### src/verilog/dccm_consts.svh
// two 32-bit banks with 7 check bits each; bank select sits right above the byte offset
`ifndef DCCM_CONSTS_SVH
`define DCCM_CONSTS_SVH

// memory geometry
`define DCCM_BITS          16    // byte address width
`define DCCM_DATA_WIDTH    32    // data bits per bank
`define DCCM_ECC_WIDTH     7     // check bits per bank
`define DCCM_FDATA_WIDTH   39    // bank word with check bits on top
`define DCCM_BYTE_WIDTH    4     // bytes per bank
`define DCCM_WIDTH_BITS    2     // byte offset bits
`define DCCM_BANK_BITS     1     // bank select bits

// access size codes
`define SIZE_BYTE          2'd0
`define SIZE_HALF          2'd1
`define SIZE_WORD          2'd2

`endif

### src/verilog/dccm_pkg.sv
// vector types for the two-bank DCCM; widths come from the consts header
`default_nettype none

`include "dccm_consts.svh"

package dccm_pkg;

   typedef logic [`DCCM_BITS-1:0]        dccm_addr_t;   // byte address
   typedef logic [`DCCM_DATA_WIDTH-1:0]  dccm_data_t;   // one bank of data
   typedef logic [`DCCM_ECC_WIDTH-1:0]   dccm_ecc_t;    // check bits of one bank
   typedef logic [`DCCM_FDATA_WIDTH-1:0] dccm_fdata_t;  // {ecc, data}
   typedef logic [`DCCM_BYTE_WIDTH-1:0]  byte_en_t;     // one bit per byte
   typedef logic [1:0]                   lsu_size_t;    // SIZE_* code

endpackage

`default_nettype wire

### src/verilog/dccm_port_arbiter.sv
// combinational only; the store buffer must hold its request until stbuf_commit is seen
`timescale 1ns/1ps
`default_nettype none

`include "dccm_consts.svh"

module dccm_port_arbiter
   import dccm_pkg::*;
(
   input  logic        ld_valid_d,        // load in D
   input  logic        st_valid_d,        // store in D
   input  lsu_size_t   size_d,
   input  dccm_addr_t  addr_d,            // first byte of the access
   input  dccm_addr_t  end_addr_d,        // last byte of the access
   input  logic        stbuf_reqvld,      // level request, held while waiting
   input  dccm_addr_t  stbuf_addr,
   input  dccm_data_t  stbuf_data,
   input  dccm_ecc_t   stbuf_ecc,
   input  logic        corr_pending,      // ECC write-back owns the port this cycle
   input  dccm_addr_t  corr_addr_lo,
   input  dccm_addr_t  corr_addr_hi,
   input  dccm_fdata_t corr_wdata_lo,
   input  dccm_fdata_t corr_wdata_hi,
   output logic        dccm_rden,
   output logic        stbuf_commit,
   output logic        dccm_wren,
   output dccm_addr_t  dccm_rd_addr_lo,
   output dccm_addr_t  dccm_rd_addr_hi,
   output dccm_addr_t  dccm_wr_addr_lo,
   output dccm_addr_t  dccm_wr_addr_hi,
   output dccm_fdata_t dccm_wr_data_lo,
   output dccm_fdata_t dccm_wr_data_hi
);

   logic                       st_needs_read;  // partial word store needs the old word
   logic [`DCCM_BANK_BITS-1:0] sb_bank;
   logic [`DCCM_BANK_BITS-1:0] lo_bank;
   logic [`DCCM_BANK_BITS-1:0] hi_bank;
   logic                       bank_conflict;
   dccm_fdata_t                stbuf_word;

   // an aligned full word store rewrites all check bits, so it skips the read
   assign st_needs_read = (size_d != `SIZE_WORD) |
                          (addr_d[`DCCM_WIDTH_BITS-1:0] != '0);
   assign dccm_rden     = ld_valid_d | (st_valid_d & st_needs_read);

   assign dccm_rd_addr_lo = addr_d;
   assign dccm_rd_addr_hi = end_addr_d;

   assign sb_bank = stbuf_addr[`DCCM_WIDTH_BITS +: `DCCM_BANK_BITS];
   assign lo_bank = addr_d[`DCCM_WIDTH_BITS +: `DCCM_BANK_BITS];
   assign hi_bank = end_addr_d[`DCCM_WIDTH_BITS +: `DCCM_BANK_BITS];

   // a read only blocks the store buffer when it touches the same bank
   assign bank_conflict = dccm_rden & ((sb_bank == lo_bank) | (sb_bank == hi_bank));

   assign stbuf_commit = stbuf_reqvld & ~corr_pending & ~bank_conflict;
   assign dccm_wren    = stbuf_commit | corr_pending;

   assign stbuf_word = {stbuf_ecc, stbuf_data};

   // correction write-back has priority over the store buffer
   assign dccm_wr_addr_lo = corr_pending ? corr_addr_lo  : stbuf_addr;
   assign dccm_wr_addr_hi = corr_pending ? corr_addr_hi  : stbuf_addr;
   assign dccm_wr_data_lo = corr_pending ? corr_wdata_lo : stbuf_word;
   assign dccm_wr_data_hi = corr_pending ? corr_wdata_hi : stbuf_word;

endmodule

`default_nettype wire

### src/verilog/ecc_correction_tracker.sv
// single-error inputs must already exclude forwarded banks; double errors are never corrected
`timescale 1ns/1ps
`default_nettype none

`include "dccm_consts.svh"

module ecc_correction_tracker
   import dccm_pkg::*;
(
   input  logic        clk,
   input  logic        rst_n,
   input  logic        ld_valid_r,             // read in R
   input  logic        commit_r,
   input  logic        single_ecc_error_lo_r,
   input  logic        single_ecc_error_hi_r,
   input  logic        double_ecc_error_r,
   input  dccm_addr_t  addr_r,
   input  dccm_addr_t  end_addr_r,
   input  dccm_data_t  sec_data_lo_r,          // corrected data from the decoder
   input  dccm_data_t  sec_data_hi_r,
   input  dccm_ecc_t   sec_ecc_lo_r,
   input  dccm_ecc_t   sec_ecc_hi_r,
   output logic        ld_single_ecc_error_r,
   output logic        corr_pending,           // write-back in R+1
   output dccm_addr_t  corr_addr_lo,
   output dccm_addr_t  corr_addr_hi,
   output dccm_fdata_t corr_wdata_lo,
   output dccm_fdata_t corr_wdata_hi
);

   logic        err_lo_r;
   logic        err_hi_r;
   logic        capture;      // committed load owes a write-back
   logic        err_lo_q;
   logic        err_hi_q;
   dccm_addr_t  addr_lo_q;
   dccm_addr_t  addr_hi_q;
   dccm_fdata_t word_lo_q;
   dccm_fdata_t word_hi_q;

   assign err_lo_r = ld_valid_r & single_ecc_error_lo_r & ~double_ecc_error_r;
   assign err_hi_r = ld_valid_r & single_ecc_error_hi_r & ~double_ecc_error_r;

   assign ld_single_ecc_error_r = err_lo_r | err_hi_r;
   assign capture               = ld_single_ecc_error_r & commit_r;

   always_ff @(posedge clk or negedge rst_n) begin
      if (!rst_n) begin
         err_lo_q <= 1'b0;
         err_hi_q <= 1'b0;
      end else begin
         err_lo_q <= err_lo_r & commit_r;
         err_hi_q <= err_hi_r & commit_r;
      end
   end

   always_ff @(posedge clk) begin
      if (capture) begin
         addr_lo_q <= addr_r;
         addr_hi_q <= end_addr_r;
         word_lo_q[`DCCM_DATA_WIDTH-1:0]                  <= sec_data_lo_r;
         word_lo_q[`DCCM_FDATA_WIDTH-1:`DCCM_DATA_WIDTH]  <= sec_ecc_lo_r;
         word_hi_q[`DCCM_DATA_WIDTH-1:0]                  <= sec_data_hi_r;
         word_hi_q[`DCCM_FDATA_WIDTH-1:`DCCM_DATA_WIDTH]  <= sec_ecc_hi_r;
      end
   end

   assign corr_pending = err_lo_q | err_hi_q;

   // a lone erring bank is mirrored onto the other port
   assign corr_addr_lo  = err_lo_q ? addr_lo_q : addr_hi_q;
   assign corr_addr_hi  = err_hi_q ? addr_hi_q : addr_lo_q;
   assign corr_wdata_lo = err_lo_q ? word_lo_q : word_hi_q;
   assign corr_wdata_hi = err_hi_q ? word_hi_q : word_lo_q;

endmodule

`default_nettype wire

### src/verilog/load_data_merge.sv
// read data arrives in M one cycle after dccm_rden; ld_data_r bytes above the size are don't-care
`timescale 1ns/1ps
`default_nettype none

`include "dccm_consts.svh"

module load_data_merge
   import dccm_pkg::*;
(
   input  logic        clk,
   input  logic        rst_n,
   input  logic        dccm_rden,              // read issued in D
   input  dccm_addr_t  addr_d,
   input  dccm_addr_t  end_addr_d,
   input  dccm_fdata_t dccm_rd_data_lo,        // memory return in M
   input  dccm_fdata_t dccm_rd_data_hi,
   input  dccm_data_t  stbuf_fwddata_lo_m,
   input  dccm_data_t  stbuf_fwddata_hi_m,
   input  byte_en_t    stbuf_fwdbyteen_lo_m,
   input  byte_en_t    stbuf_fwdbyteen_hi_m,
   output logic        ld_valid_r,             // read valid in R
   output dccm_addr_t  addr_r,
   output dccm_addr_t  end_addr_r,
   output dccm_data_t  dccm_rdata_lo_r,
   output dccm_data_t  dccm_rdata_hi_r,
   output dccm_data_t  ld_data_r               // right-justified
);

   logic                            rden_m;
   dccm_addr_t                      addr_m;
   dccm_addr_t                      end_addr_m;
   logic                            dual_m;        // access crosses into the next word
   byte_en_t                        fwdbyteen_lo_r;
   byte_en_t                        fwdbyteen_hi_r;
   dccm_data_t                      fwddata_lo_r;
   dccm_data_t                      fwddata_hi_r;
   logic [2*`DCCM_DATA_WIDTH-1:0]   bank_data_r;
   logic [2*`DCCM_DATA_WIDTH-1:0]   fwd_data_r;
   logic [2*`DCCM_BYTE_WIDTH-1:0]   fwd_en_r;
   logic [2*`DCCM_DATA_WIDTH-1:0]   merged_r;
   logic [2*`DCCM_DATA_WIDTH-1:0]   shifted_r;

   assign dual_m = addr_m[`DCCM_BITS-1:`DCCM_WIDTH_BITS] !=
                   end_addr_m[`DCCM_BITS-1:`DCCM_WIDTH_BITS];

   always_ff @(posedge clk or negedge rst_n) begin
      if (!rst_n) begin
         rden_m         <= 1'b0;
         ld_valid_r     <= 1'b0;
         fwdbyteen_lo_r <= '0;
         fwdbyteen_hi_r <= '0;
      end else begin
         rden_m     <= dccm_rden;
         ld_valid_r <= rden_m;
         if (rden_m) begin
            fwdbyteen_lo_r <= stbuf_fwdbyteen_lo_m;
            fwdbyteen_hi_r <= stbuf_fwdbyteen_hi_m;
         end
      end
   end

   // payload only moves with a read, so R holds until the next one
   always_ff @(posedge clk) begin
      if (dccm_rden) begin
         addr_m     <= addr_d;
         end_addr_m <= end_addr_d;
      end
      if (rden_m) begin
         addr_r          <= addr_m;
         end_addr_r      <= end_addr_m;
         dccm_rdata_lo_r <= dccm_rd_data_lo[`DCCM_DATA_WIDTH-1:0];  // check bits dropped
         fwddata_lo_r    <= stbuf_fwddata_lo_m;
         fwddata_hi_r    <= stbuf_fwddata_hi_m;
      end
      if (rden_m && dual_m) begin
         dccm_rdata_hi_r <= dccm_rd_data_hi[`DCCM_DATA_WIDTH-1:0];
      end
   end

   assign bank_data_r = {dccm_rdata_hi_r, dccm_rdata_lo_r};
   assign fwd_data_r  = {fwddata_hi_r, fwddata_lo_r};
   assign fwd_en_r    = {fwdbyteen_hi_r, fwdbyteen_lo_r};

   // forwarded store-buffer bytes win over memory bytes
   always_comb begin
      for (int i = 0; i < 2*`DCCM_BYTE_WIDTH; i++) begin
         merged_r[8*i +: 8] = fwd_en_r[i] ? fwd_data_r[8*i +: 8] : bank_data_r[8*i +: 8];
      end
   end

   assign shifted_r = merged_r >> {addr_r[`DCCM_WIDTH_BITS-1:0], 3'b000};
   assign ld_data_r = shifted_r[`DCCM_DATA_WIDTH-1:0];

endmodule

`default_nettype wire

### src/verilog/dccm_ctl.sv
// no DMA, PIC or clock gating; ECC encode and decode sit outside and feed the R-stage inputs
`timescale 1ns/1ps
`default_nettype none

`include "dccm_consts.svh"

module dccm_ctl
   import dccm_pkg::*;
(
   input  logic        clk,
   input  logic        rst_n,
   input  logic        ld_valid_d,
   input  logic        st_valid_d,
   input  lsu_size_t   size_d,
   input  dccm_addr_t  addr_d,
   input  logic        stbuf_reqvld,
   input  dccm_addr_t  stbuf_addr,
   input  dccm_data_t  stbuf_data,
   input  dccm_ecc_t   stbuf_ecc,
   input  dccm_data_t  stbuf_fwddata_lo_m,
   input  dccm_data_t  stbuf_fwddata_hi_m,
   input  byte_en_t    stbuf_fwdbyteen_lo_m,
   input  byte_en_t    stbuf_fwdbyteen_hi_m,
   input  logic        commit_r,
   input  logic        single_ecc_error_lo_r,
   input  logic        single_ecc_error_hi_r,
   input  logic        double_ecc_error_r,
   input  dccm_data_t  sec_data_lo_r,
   input  dccm_data_t  sec_data_hi_r,
   input  dccm_ecc_t   sec_ecc_lo_r,
   input  dccm_ecc_t   sec_ecc_hi_r,
   input  dccm_fdata_t dccm_rd_data_lo,
   input  dccm_fdata_t dccm_rd_data_hi,
   output logic        dccm_rden,
   output dccm_addr_t  dccm_rd_addr_lo,
   output dccm_addr_t  dccm_rd_addr_hi,
   output logic        dccm_wren,
   output dccm_addr_t  dccm_wr_addr_lo,
   output dccm_addr_t  dccm_wr_addr_hi,
   output dccm_fdata_t dccm_wr_data_lo,
   output dccm_fdata_t dccm_wr_data_hi,
   output dccm_data_t  ld_data_r,
   output dccm_data_t  dccm_rdata_lo_r,
   output dccm_data_t  dccm_rdata_hi_r,
   output logic        ld_single_ecc_error_r,
   output logic        stbuf_commit
);

   logic [1:0]  size_off;     // bytes in the access minus one
   dccm_addr_t  end_addr_d;
   logic        corr_pending;
   dccm_addr_t  corr_addr_lo;
   dccm_addr_t  corr_addr_hi;
   dccm_fdata_t corr_wdata_lo;
   dccm_fdata_t corr_wdata_hi;
   logic        ld_valid_r;
   dccm_addr_t  addr_r;
   dccm_addr_t  end_addr_r;

   always_comb begin
      case (size_d)
         `SIZE_BYTE: size_off = 2'd0;
         `SIZE_HALF: size_off = 2'd1;
         default:    size_off = 2'd3;  // word
      endcase
   end

   assign end_addr_d = addr_d + dccm_addr_t'(size_off);

   dccm_port_arbiter arb_i (
      .ld_valid_d, .st_valid_d, .size_d, .addr_d, .end_addr_d,
      .stbuf_reqvld, .stbuf_addr, .stbuf_data, .stbuf_ecc,
      .corr_pending, .corr_addr_lo, .corr_addr_hi, .corr_wdata_lo, .corr_wdata_hi,
      .dccm_rden, .stbuf_commit, .dccm_wren,
      .dccm_rd_addr_lo, .dccm_rd_addr_hi, .dccm_wr_addr_lo, .dccm_wr_addr_hi,
      .dccm_wr_data_lo, .dccm_wr_data_hi
   );

   ecc_correction_tracker corr_i (
      .clk, .rst_n, .ld_valid_r, .commit_r,
      .single_ecc_error_lo_r, .single_ecc_error_hi_r, .double_ecc_error_r,
      .addr_r, .end_addr_r, .sec_data_lo_r, .sec_data_hi_r, .sec_ecc_lo_r, .sec_ecc_hi_r,
      .ld_single_ecc_error_r, .corr_pending,
      .corr_addr_lo, .corr_addr_hi, .corr_wdata_lo, .corr_wdata_hi
   );

   load_data_merge merge_i (
      .clk, .rst_n, .dccm_rden, .addr_d, .end_addr_d,
      .dccm_rd_data_lo, .dccm_rd_data_hi,
      .stbuf_fwddata_lo_m, .stbuf_fwddata_hi_m, .stbuf_fwdbyteen_lo_m, .stbuf_fwdbyteen_hi_m,
      .ld_valid_r, .addr_r, .end_addr_r, .dccm_rdata_lo_r, .dccm_rdata_hi_r, .ld_data_r
   );

endmodule

`default_nettype wire

### config.mk
export PLATFORM = sky130hd
export DESIGN_NAME = dccm_ctl
export DESIGN_NICKNAME = d
export VERILOG_FILES = /design/src/verilog/dccm_pkg.sv /design/src/verilog/dccm_port_arbiter.sv /design/src/verilog/ecc_correction_tracker.sv /design/src/verilog/load_data_merge.sv /design/src/verilog/dccm_ctl.sv
export VERILOG_INCLUDE_DIRS = /design/src /design/src/verilog
export SDC_FILE = /design/constraint.sdc
export NUM_CORES = 1
export LEC_CHECK = 0
export BUFFER_PORTS_ARGS = -buffer_cell sky130_fd_sc_hd__buf_2
export CAP_MARGIN = 20
export CORE_UTILIZATION = 25
export DETAILED_ROUTE_END_ITERATION = 16
export PLACE_DENSITY = 0.52
export RECOVER_POWER = 50
export SLEW_MARGIN = 20
export SYNTH_ARGS = -nofsm -noshare
export SYNTH_HDL_FRONTEND = slang
export SYNTH_SLANG_ARGS = --single-unit
### constraint.sdc
create_clock -name clk -period 4.5 [get_ports clk]
set_input_delay 0 -clock clk [delete_from_list [all_inputs] [get_ports clk]]
set_output_delay 0 -clock clk [all_outputs]
set_load 0.03 [all_outputs]
==> metrics, run 1 <==
status complete, but fails checks; failing checks capacitance limit, slew limit; buffer and inverter count on the worst path 0; Core ar. 0.0540 mm²; Slew Viols, Final 49; Clock Latency Late Sink 0.55 ns; Die X-Extent 236 µm; DRC 0; vias in the first global route 10,900; Die Span Y 236 µm; Longest Clk Path Bufs 3; final hold violations 0; Gate power share 19.2%; CTS Buf Count 38; Routed WL 43,900 µm; synthesized flop and latch total 305; syn_area_per_cell 14.3 µm²; maximum VDD drop 0.287 mV; number of core rows 85; worst hold-check path type input port to register; CP Launch Type register; Clk pwr share 37.6%; Tightest Pin Transition 2.11 ns; IO Pins 552; Root Buffer clkbuf_16; pre-CTS WS 2.24 ns; cts hold-fix bufs 231; total number of vias 10,600; # placed instances 2,120; initial antenna violation count 7; Worst Setup End Kind register; gr usage total 15.3%; Initial Util 25.4%; CTS Sinks 305; clock slew at reported path FFs 0.06 ns; sequential fraction of the synthesis area 66.4%; part of the power in registers 43.3%; fin crit period 3.20 ns; worst endpoint data arrival time 3.36 ns; DP Wirelength 31,900 µm; Max FO, Critical Path 48; Period Utilization, post-route 71.1%; drt pass-1 iters 5; prevailing post-synth register cell edfxtp_1; hold_ws 0.155 ns; fin nets 2,008; vias per cell 4.38; synthesized area 0.0137 mm²; post-cts sizing count 0; worst-case clock skew 0.0153 ns; Net Count, Synth 1,273; Mapped Cells 960; CP max stage delay 1.76 ns; Post-synth ARST share 3.61%; largest net degree at the start of global routing 118; final RePlAce weighted congestion 0.823; PwrDens 399 mW/mm²; Leak 0.00783 µW; cell family with most CP delay flip-flops; top cells by area, synth edfxtp_1, mux2i_1, o21ai_1, nand2_1, dfrtp_1; H-tree depth 2; critical path's slowest cell dfrtp_1; setup slack, reg-to-reg 1.30 ns; setup TNS 0 ns; number of DRC markers in iteration 0 449; Cell variety after synth 42; Port Buf Inserts 528; CTS tree built; Layout area overhead 48.2%; WP data required 4.66 ns; RSZ-0062 raised after global routing no; WS Path Type register to register; GRT overflow 0; # setup viols final 0; crit-path cells o31a_2; # Post-CTS Setup Buffers 0; routed len/inst 18.1 µm; Sw Pwr 2330 µW; Post-synth EDFFs 294; setup ws final 1.30 ns; Max Cap Violations 1; DIE AREA 0.0557 mm²; Detail Route Antenna Nets 0; first-pass GRT wire length 64,700 µm; top cell type's share of synthesized area 64.4%; Internal 5780 µW; Highest Clock Rate 313 MHz; Yosys warnings 0; fraction of layout instances using a drive strength above 1 31.2%; cell taking the most area after synthesis edfxtp_1; switching share of power 28.7%; Slew headroom -40.4%; non-filler cells, final 2,421
==> metrics by stage <==
step	area [µm²]	total power (µW)	utilization, %
after floorplan	13700	4440	-
after global placement	16900	4960	31.3
after detailed placement	16900	4980	31.3
after CTS	20500	8240	37.9
after global routing	20300	8410	37.6
final	20300	8110	37.6
==> cells by family after synthesis <==
group                    Yosys count  synth area share (%)
AND/OR/NAND/NOR                  183                  5.83
multiplexers                     197                  15.8
adder cells (fa/ha/maj)            3                 0.329
XOR/XNOR                          29                  1.85
AO/OA/AOI/OAI                    161                  6.23
flip-flops                       305                  66.4
buffers and inverters             82                  3.51
==> sequential cells by signal, summed over array words and instances, names as in the netlist <==
name,flops
merge_i.ld_valid_r,1
merge_i.rden_m,1
corr_i.err_hi_q,1
merge_i.dccm_rdata_hi_r,32
merge_i.addr_r,16
merge_i.addr_m,16
merge_i.end_addr_m,16
corr_i.addr_hi_q,16
merge_i.fwdbyteen_hi_r,3
corr_i.err_lo_q,1
merge_i.fwddata_lo_r,32
merge_i.end_addr_r,16
merge_i.fwdbyteen_lo_r,4
merge_i.fwddata_hi_r,24
corr_i.word_hi_q,39
merge_i.dccm_rdata_lo_r,32
corr_i.word_lo_q,39
corr_i.addr_lo_q,16
==> synth_stat cells (2+ instances only) <==
cell / number
mux4_2: 6
xor2_1: 8
mux2_1: 20
ha_1: 2
nor2_1: 15
buf_4: 29
a21oi_2: 2
nand4_1: 4
a21oi_1: 15
nand2_1: 139
o21ai_0: 3
and3_1: 5
buf_1: 5
nor3_1: 2
mux2_2: 12
buf_2: 15
clkbuf_1: 18
mux2i_1: 143
a21o_1: 2
or2_1: 4
mux2_4: 16
dfrtp_1: 11
edfxtp_1: 294
inv_2: 3
nor4_4: 2
o211ai_1: 10
o21ai_1: 126
buf_6: 6
xnor2_1: 21
nand3_1: 5
inv_1: 6
==> final cells by class <==
cell class	count	area, µm²
Timing Repair Buffer	768	4930
Antenna cell	3	7.51
Sequential cell	305	9110
Inverter	9	33.8
Multi-Input combinational cell	573	4110
Fill cell	5295	33700
Clock inverter	25	254
Clock buffer	42	997
Tap cell	696	871
==> layer usage <==
layer,track usage (%),vias to the layer above,wire length [µm]
li1,-,5041,-
met1,17.8,5096,18000
met2,26.5,386,21700
met3,4.14,80,2820
met4,5.92,6,1400
met5,0,-,36
==> path summary, 6_finish.rpt <==
| check | from | end | depth (start not counted) |
|---|---|---|---|
| min reg2reg | merge_i.end_addr_m[0] | merge_i.end_addr_r[0] | 0 |
| min in group asynchronous | rst_n | merge_i.rden_m | 3 |
| min | stbuf_fwddata_hi_m[20] | merge_i.fwddata_hi_r[20] | 2 |
| max in group asynchronous | rst_n | corr_i.err_hi_q | 3 |
| max | merge_i.rden_m | merge_i.dccm_rdata_hi_r[13] | 1 |
| max reg2reg | merge_i.rden_m | merge_i.dccm_rdata_hi_r[13] | 1 |
==> power by group through the flow <==
stage | clock network, µW | logic [µW] | registers (µW)
2_1_floorplan | 0 | 855 | 3590
3_3_place_gp | 0 | 1400 | 3560
3_5_place_dp | 0 | 1410 | 3570
4_1_cts | 3160 | 1580 | 3510
5_1_grt | 3230 | 1650 | 3530
6_report | 3050 | 1550 | 3510
==> layout by cell type (no fill, tap or decap), drive strengths merged, types with 5 or more instances in the layout <==
cell / instances
mux2i: 143
dfrtp: 11
nand3: 5
or2: 5
a21oi: 17
o21ai: 130
inv: 11
nand2: 139
xnor2: 21
clkbuf: 148
edfxtp: 294
nor2: 15
mux2: 48
mux4: 6
o211ai: 10
and3: 5
xor2: 8
clkinv: 18
buf: 431
dlygate4sd3: 231
Note: power is estimated with default switching activity, not from simulation.
==> run 2, diff against run 1 <==
- ABC_AREA: unset -> 1
- PLACE_DENSITY: 0.52 -> 0.5
- clock period: 4.5 -> 3.3 ns (I/O delays scaled with it)
==> run 2 against run 1 <==
The flow still finishes with violations (capacitance limit, slew limit). Routed wire length grew 3.2%. Clock power grew 34%. Core utilization grew 0.63 points. Combinational power grew 40%. Clock-buffer cell count grew 3. Sequential share of layout area grew 1.3 points. Register-to-register slack lost 0.42 ns. Worst hold slack lost 0.12 ns. Area after synthesis shrank 4.3%. Die area shrank 4.3%.
==> metrics, run 2 <==
vias in the first global route 11,100; vias per cell 4.42; most numerous cell in the Yosys netlist nand2_1; fraction of layout instances using a drive strength above 1 27.8%; fin nets 2,165; Highest Clock Rate 390 MHz; CP max stage delay 0.64 ns; crit-path cells nor2_4 > buf_12 > nand2_1 > o211ai_1 > buf_2; DP Wirelength 32,900 µm; Max Cap Violations 1; cts hold-fix bufs 230; # setup viols final 0; Fillers 5,092; Leak 0.00805 µW; number of DRC markers in iteration 0 603; final RePlAce weighted congestion 0.881; routed len/inst 17.7 µm; RSZ-0062 raised after global routing no; Antenna Cells 0; # placed instances 2,264; Cell variety after synth 37; setup ws final 0.734 ns; Initial Util 25.4%; critical path's slowest cell dfrtp_4; CTS Sinks 305; Yosys warnings 0; maximum VDD drop 0.342 mV; Mapped Cells 1,112; Root Buffer clkbuf_16; top cell type's share of synthesized area 67.3%; non-filler cells, final 2,555; failing checks capacitance limit, slew limit; pre-CTS WS 1.26 ns; most frequent cells in the layout buf_2, nand2_1, edfxtp_1, dlygate4sd3_1, o211ai_1; CP Launch Type register; fin crit period 2.57 ns; Worst Setup End Kind primary output; DIE AREA 0.0534 mm²; worst-case clock skew 0.0271 ns; top cells by area, synth edfxtp_1, nand2_1, o211ai_1, o21ai_0, dfrtp_1; GRT overflow 0; Port Buf Inserts 528; Longest Clk Path Bufs 3; sequential fraction of the synthesis area 69.4%; CTS Buf Count 36; drt pass-1 iters 5; Die X-Extent 231 µm; setup TNS 0 ns; WP data required 3.30 ns; total number of vias 11,300; final hold violations 0; prevailing post-synth register cell edfxtp_1; commonest non-fill, non-tap cell in the layout buf_2; Post-synth EDFFs 294; gr usage total 16.4%; synthesized flop and latch total 305; Tightest Pin Transition 1.90 ns; H-tree depth 2; Detail Route Antenna Nets 0; Routed WL 45,300 µm; Max FO, Critical Path 35; CTS tree built; Net Count, Synth 1,425; Die Span Y 231 µm; Core ar. 0.0516 mm²; status complete, but fails checks; Clock Latency Late Sink 0.54 ns; DRC 0; post-cts sizing count 0; Slew headroom -26.8%; first-pass GRT wire length 66,000 µm; total power 11,000 µW; setup slack, reg-to-reg 0.88 ns; cell taking the most area after synthesis edfxtp_1; synthesized area 0.0131 mm²; Slew Viols, Final 135; number of core rows 83; PwrDens 556 mW/mm²; Post-synth ARST share 3.61%; IO Pins 552; clock slew at reported path FFs 0.05 ns; syn_area_per_cell 11.8 µm²; worst endpoint data arrival time 2.57 ns; Post-synth top cells nand2_1, edfxtp_1, o211ai_1, o21ai_0, inv_1; largest net degree at the start of global routing 135; worst hold-check path type input port to register; initial antenna violation count 3; WS Path Type register to primary output; top flop regs corr_i.word_hi_q: 39 flops, corr_i.word_lo_q: 39 flops; # Post-CTS Setup Buffers 0; Period Utilization, post-route 77.8%; Layout area overhead 50.5%
-- run 2: report_power, final --
part,total [µW],internal (µW),switching (µW)
Sequential,4730,4580,150
Combinational,2170,709,1460
Clock,4080,2510,1570
Total,11000,7800,3180
-- run 2: routing by layer --
layer  GRT usage, %  share of wire, %  routed length, µm  vias to the layer above
met1           20.8                43              19400                     5395
met2           28.0                49              22300                      419
met5              0                 0                  0                        -
met3           3.19               6.1               2750                       59
li1               -                 -                  -                     5431
met4           4.51               1.9                843                        0
-- run 2: final cells by class --
type / instances / area [µm²] / share of cell area (%)
sequential: 305 / 9110 / 46.2
timing repair buffer: 771 / 4930 / 25.0
multi-input combinational: 688 / 3430 / 17.4
clock buffer: 45 / 987 / 5.00
tap: 680 / 851 / 4.31
clock inverter: 16 / 216 / 1.10
inverter: 50 / 188 / 0.951
-- run 2: cell families (layout without fill, tap and decap cells) --
| logic type | Yosys count | count (layout) | share of synthesized area, % |
|---|---|---|---|
| compound gates | 204 | 204 | 10.1 |
| xor+xnor | 15 | 15 | 1.06 |
| fa+ha+maj | 3 | 3 | 0.344 |
| buf+inv | 119 | 882 | 4.38 |
| flops | 305 | 305 | 69.4 |
| simple gates | 466 | 466 | 14.7 |
-- run 2: critical path: cells and delay by family, from the launching register on --
family	cells	cell delay, ns
buffers and inverters	2	0.54
AO/OA/AOI/OAI	1	0.16
AND/OR/NAND/NOR	2	0.66
flip-flops	1	0.64
-- run 2: worst paths after layout --
path                                             start  depth (start not counted)                         to
max in group asynchronous                        rst_n                          3             merge_i.rden_m
worst max register to register          merge_i.rden_m                          2  merge_i.fwdbyteen_hi_r[0]
min in group asynchronous                        rst_n                          3  merge_i.fwdbyteen_hi_r[2]
worst max-delay path                   corr_i.err_hi_q                          5        dccm_wr_data_lo[14]
worst min-delay path                        ld_valid_d                          4             merge_i.rden_m
worst min register to register  merge_i.end_addr_r[11]                          0       corr_i.addr_hi_q[11]
-- run 2: per-stage QoR --
step                      hold WS (ns)  utilization [%]  cell area [µm²]
after floorplan                 -0.296                -            13100
after global placement         -0.0106             31.8            16400
after detailed placement      -0.00205             31.8            16400
after CTS                      0.00780             38.6            19900
after global routing            0.0467             38.2            19700
final                           0.0319             38.2            19700
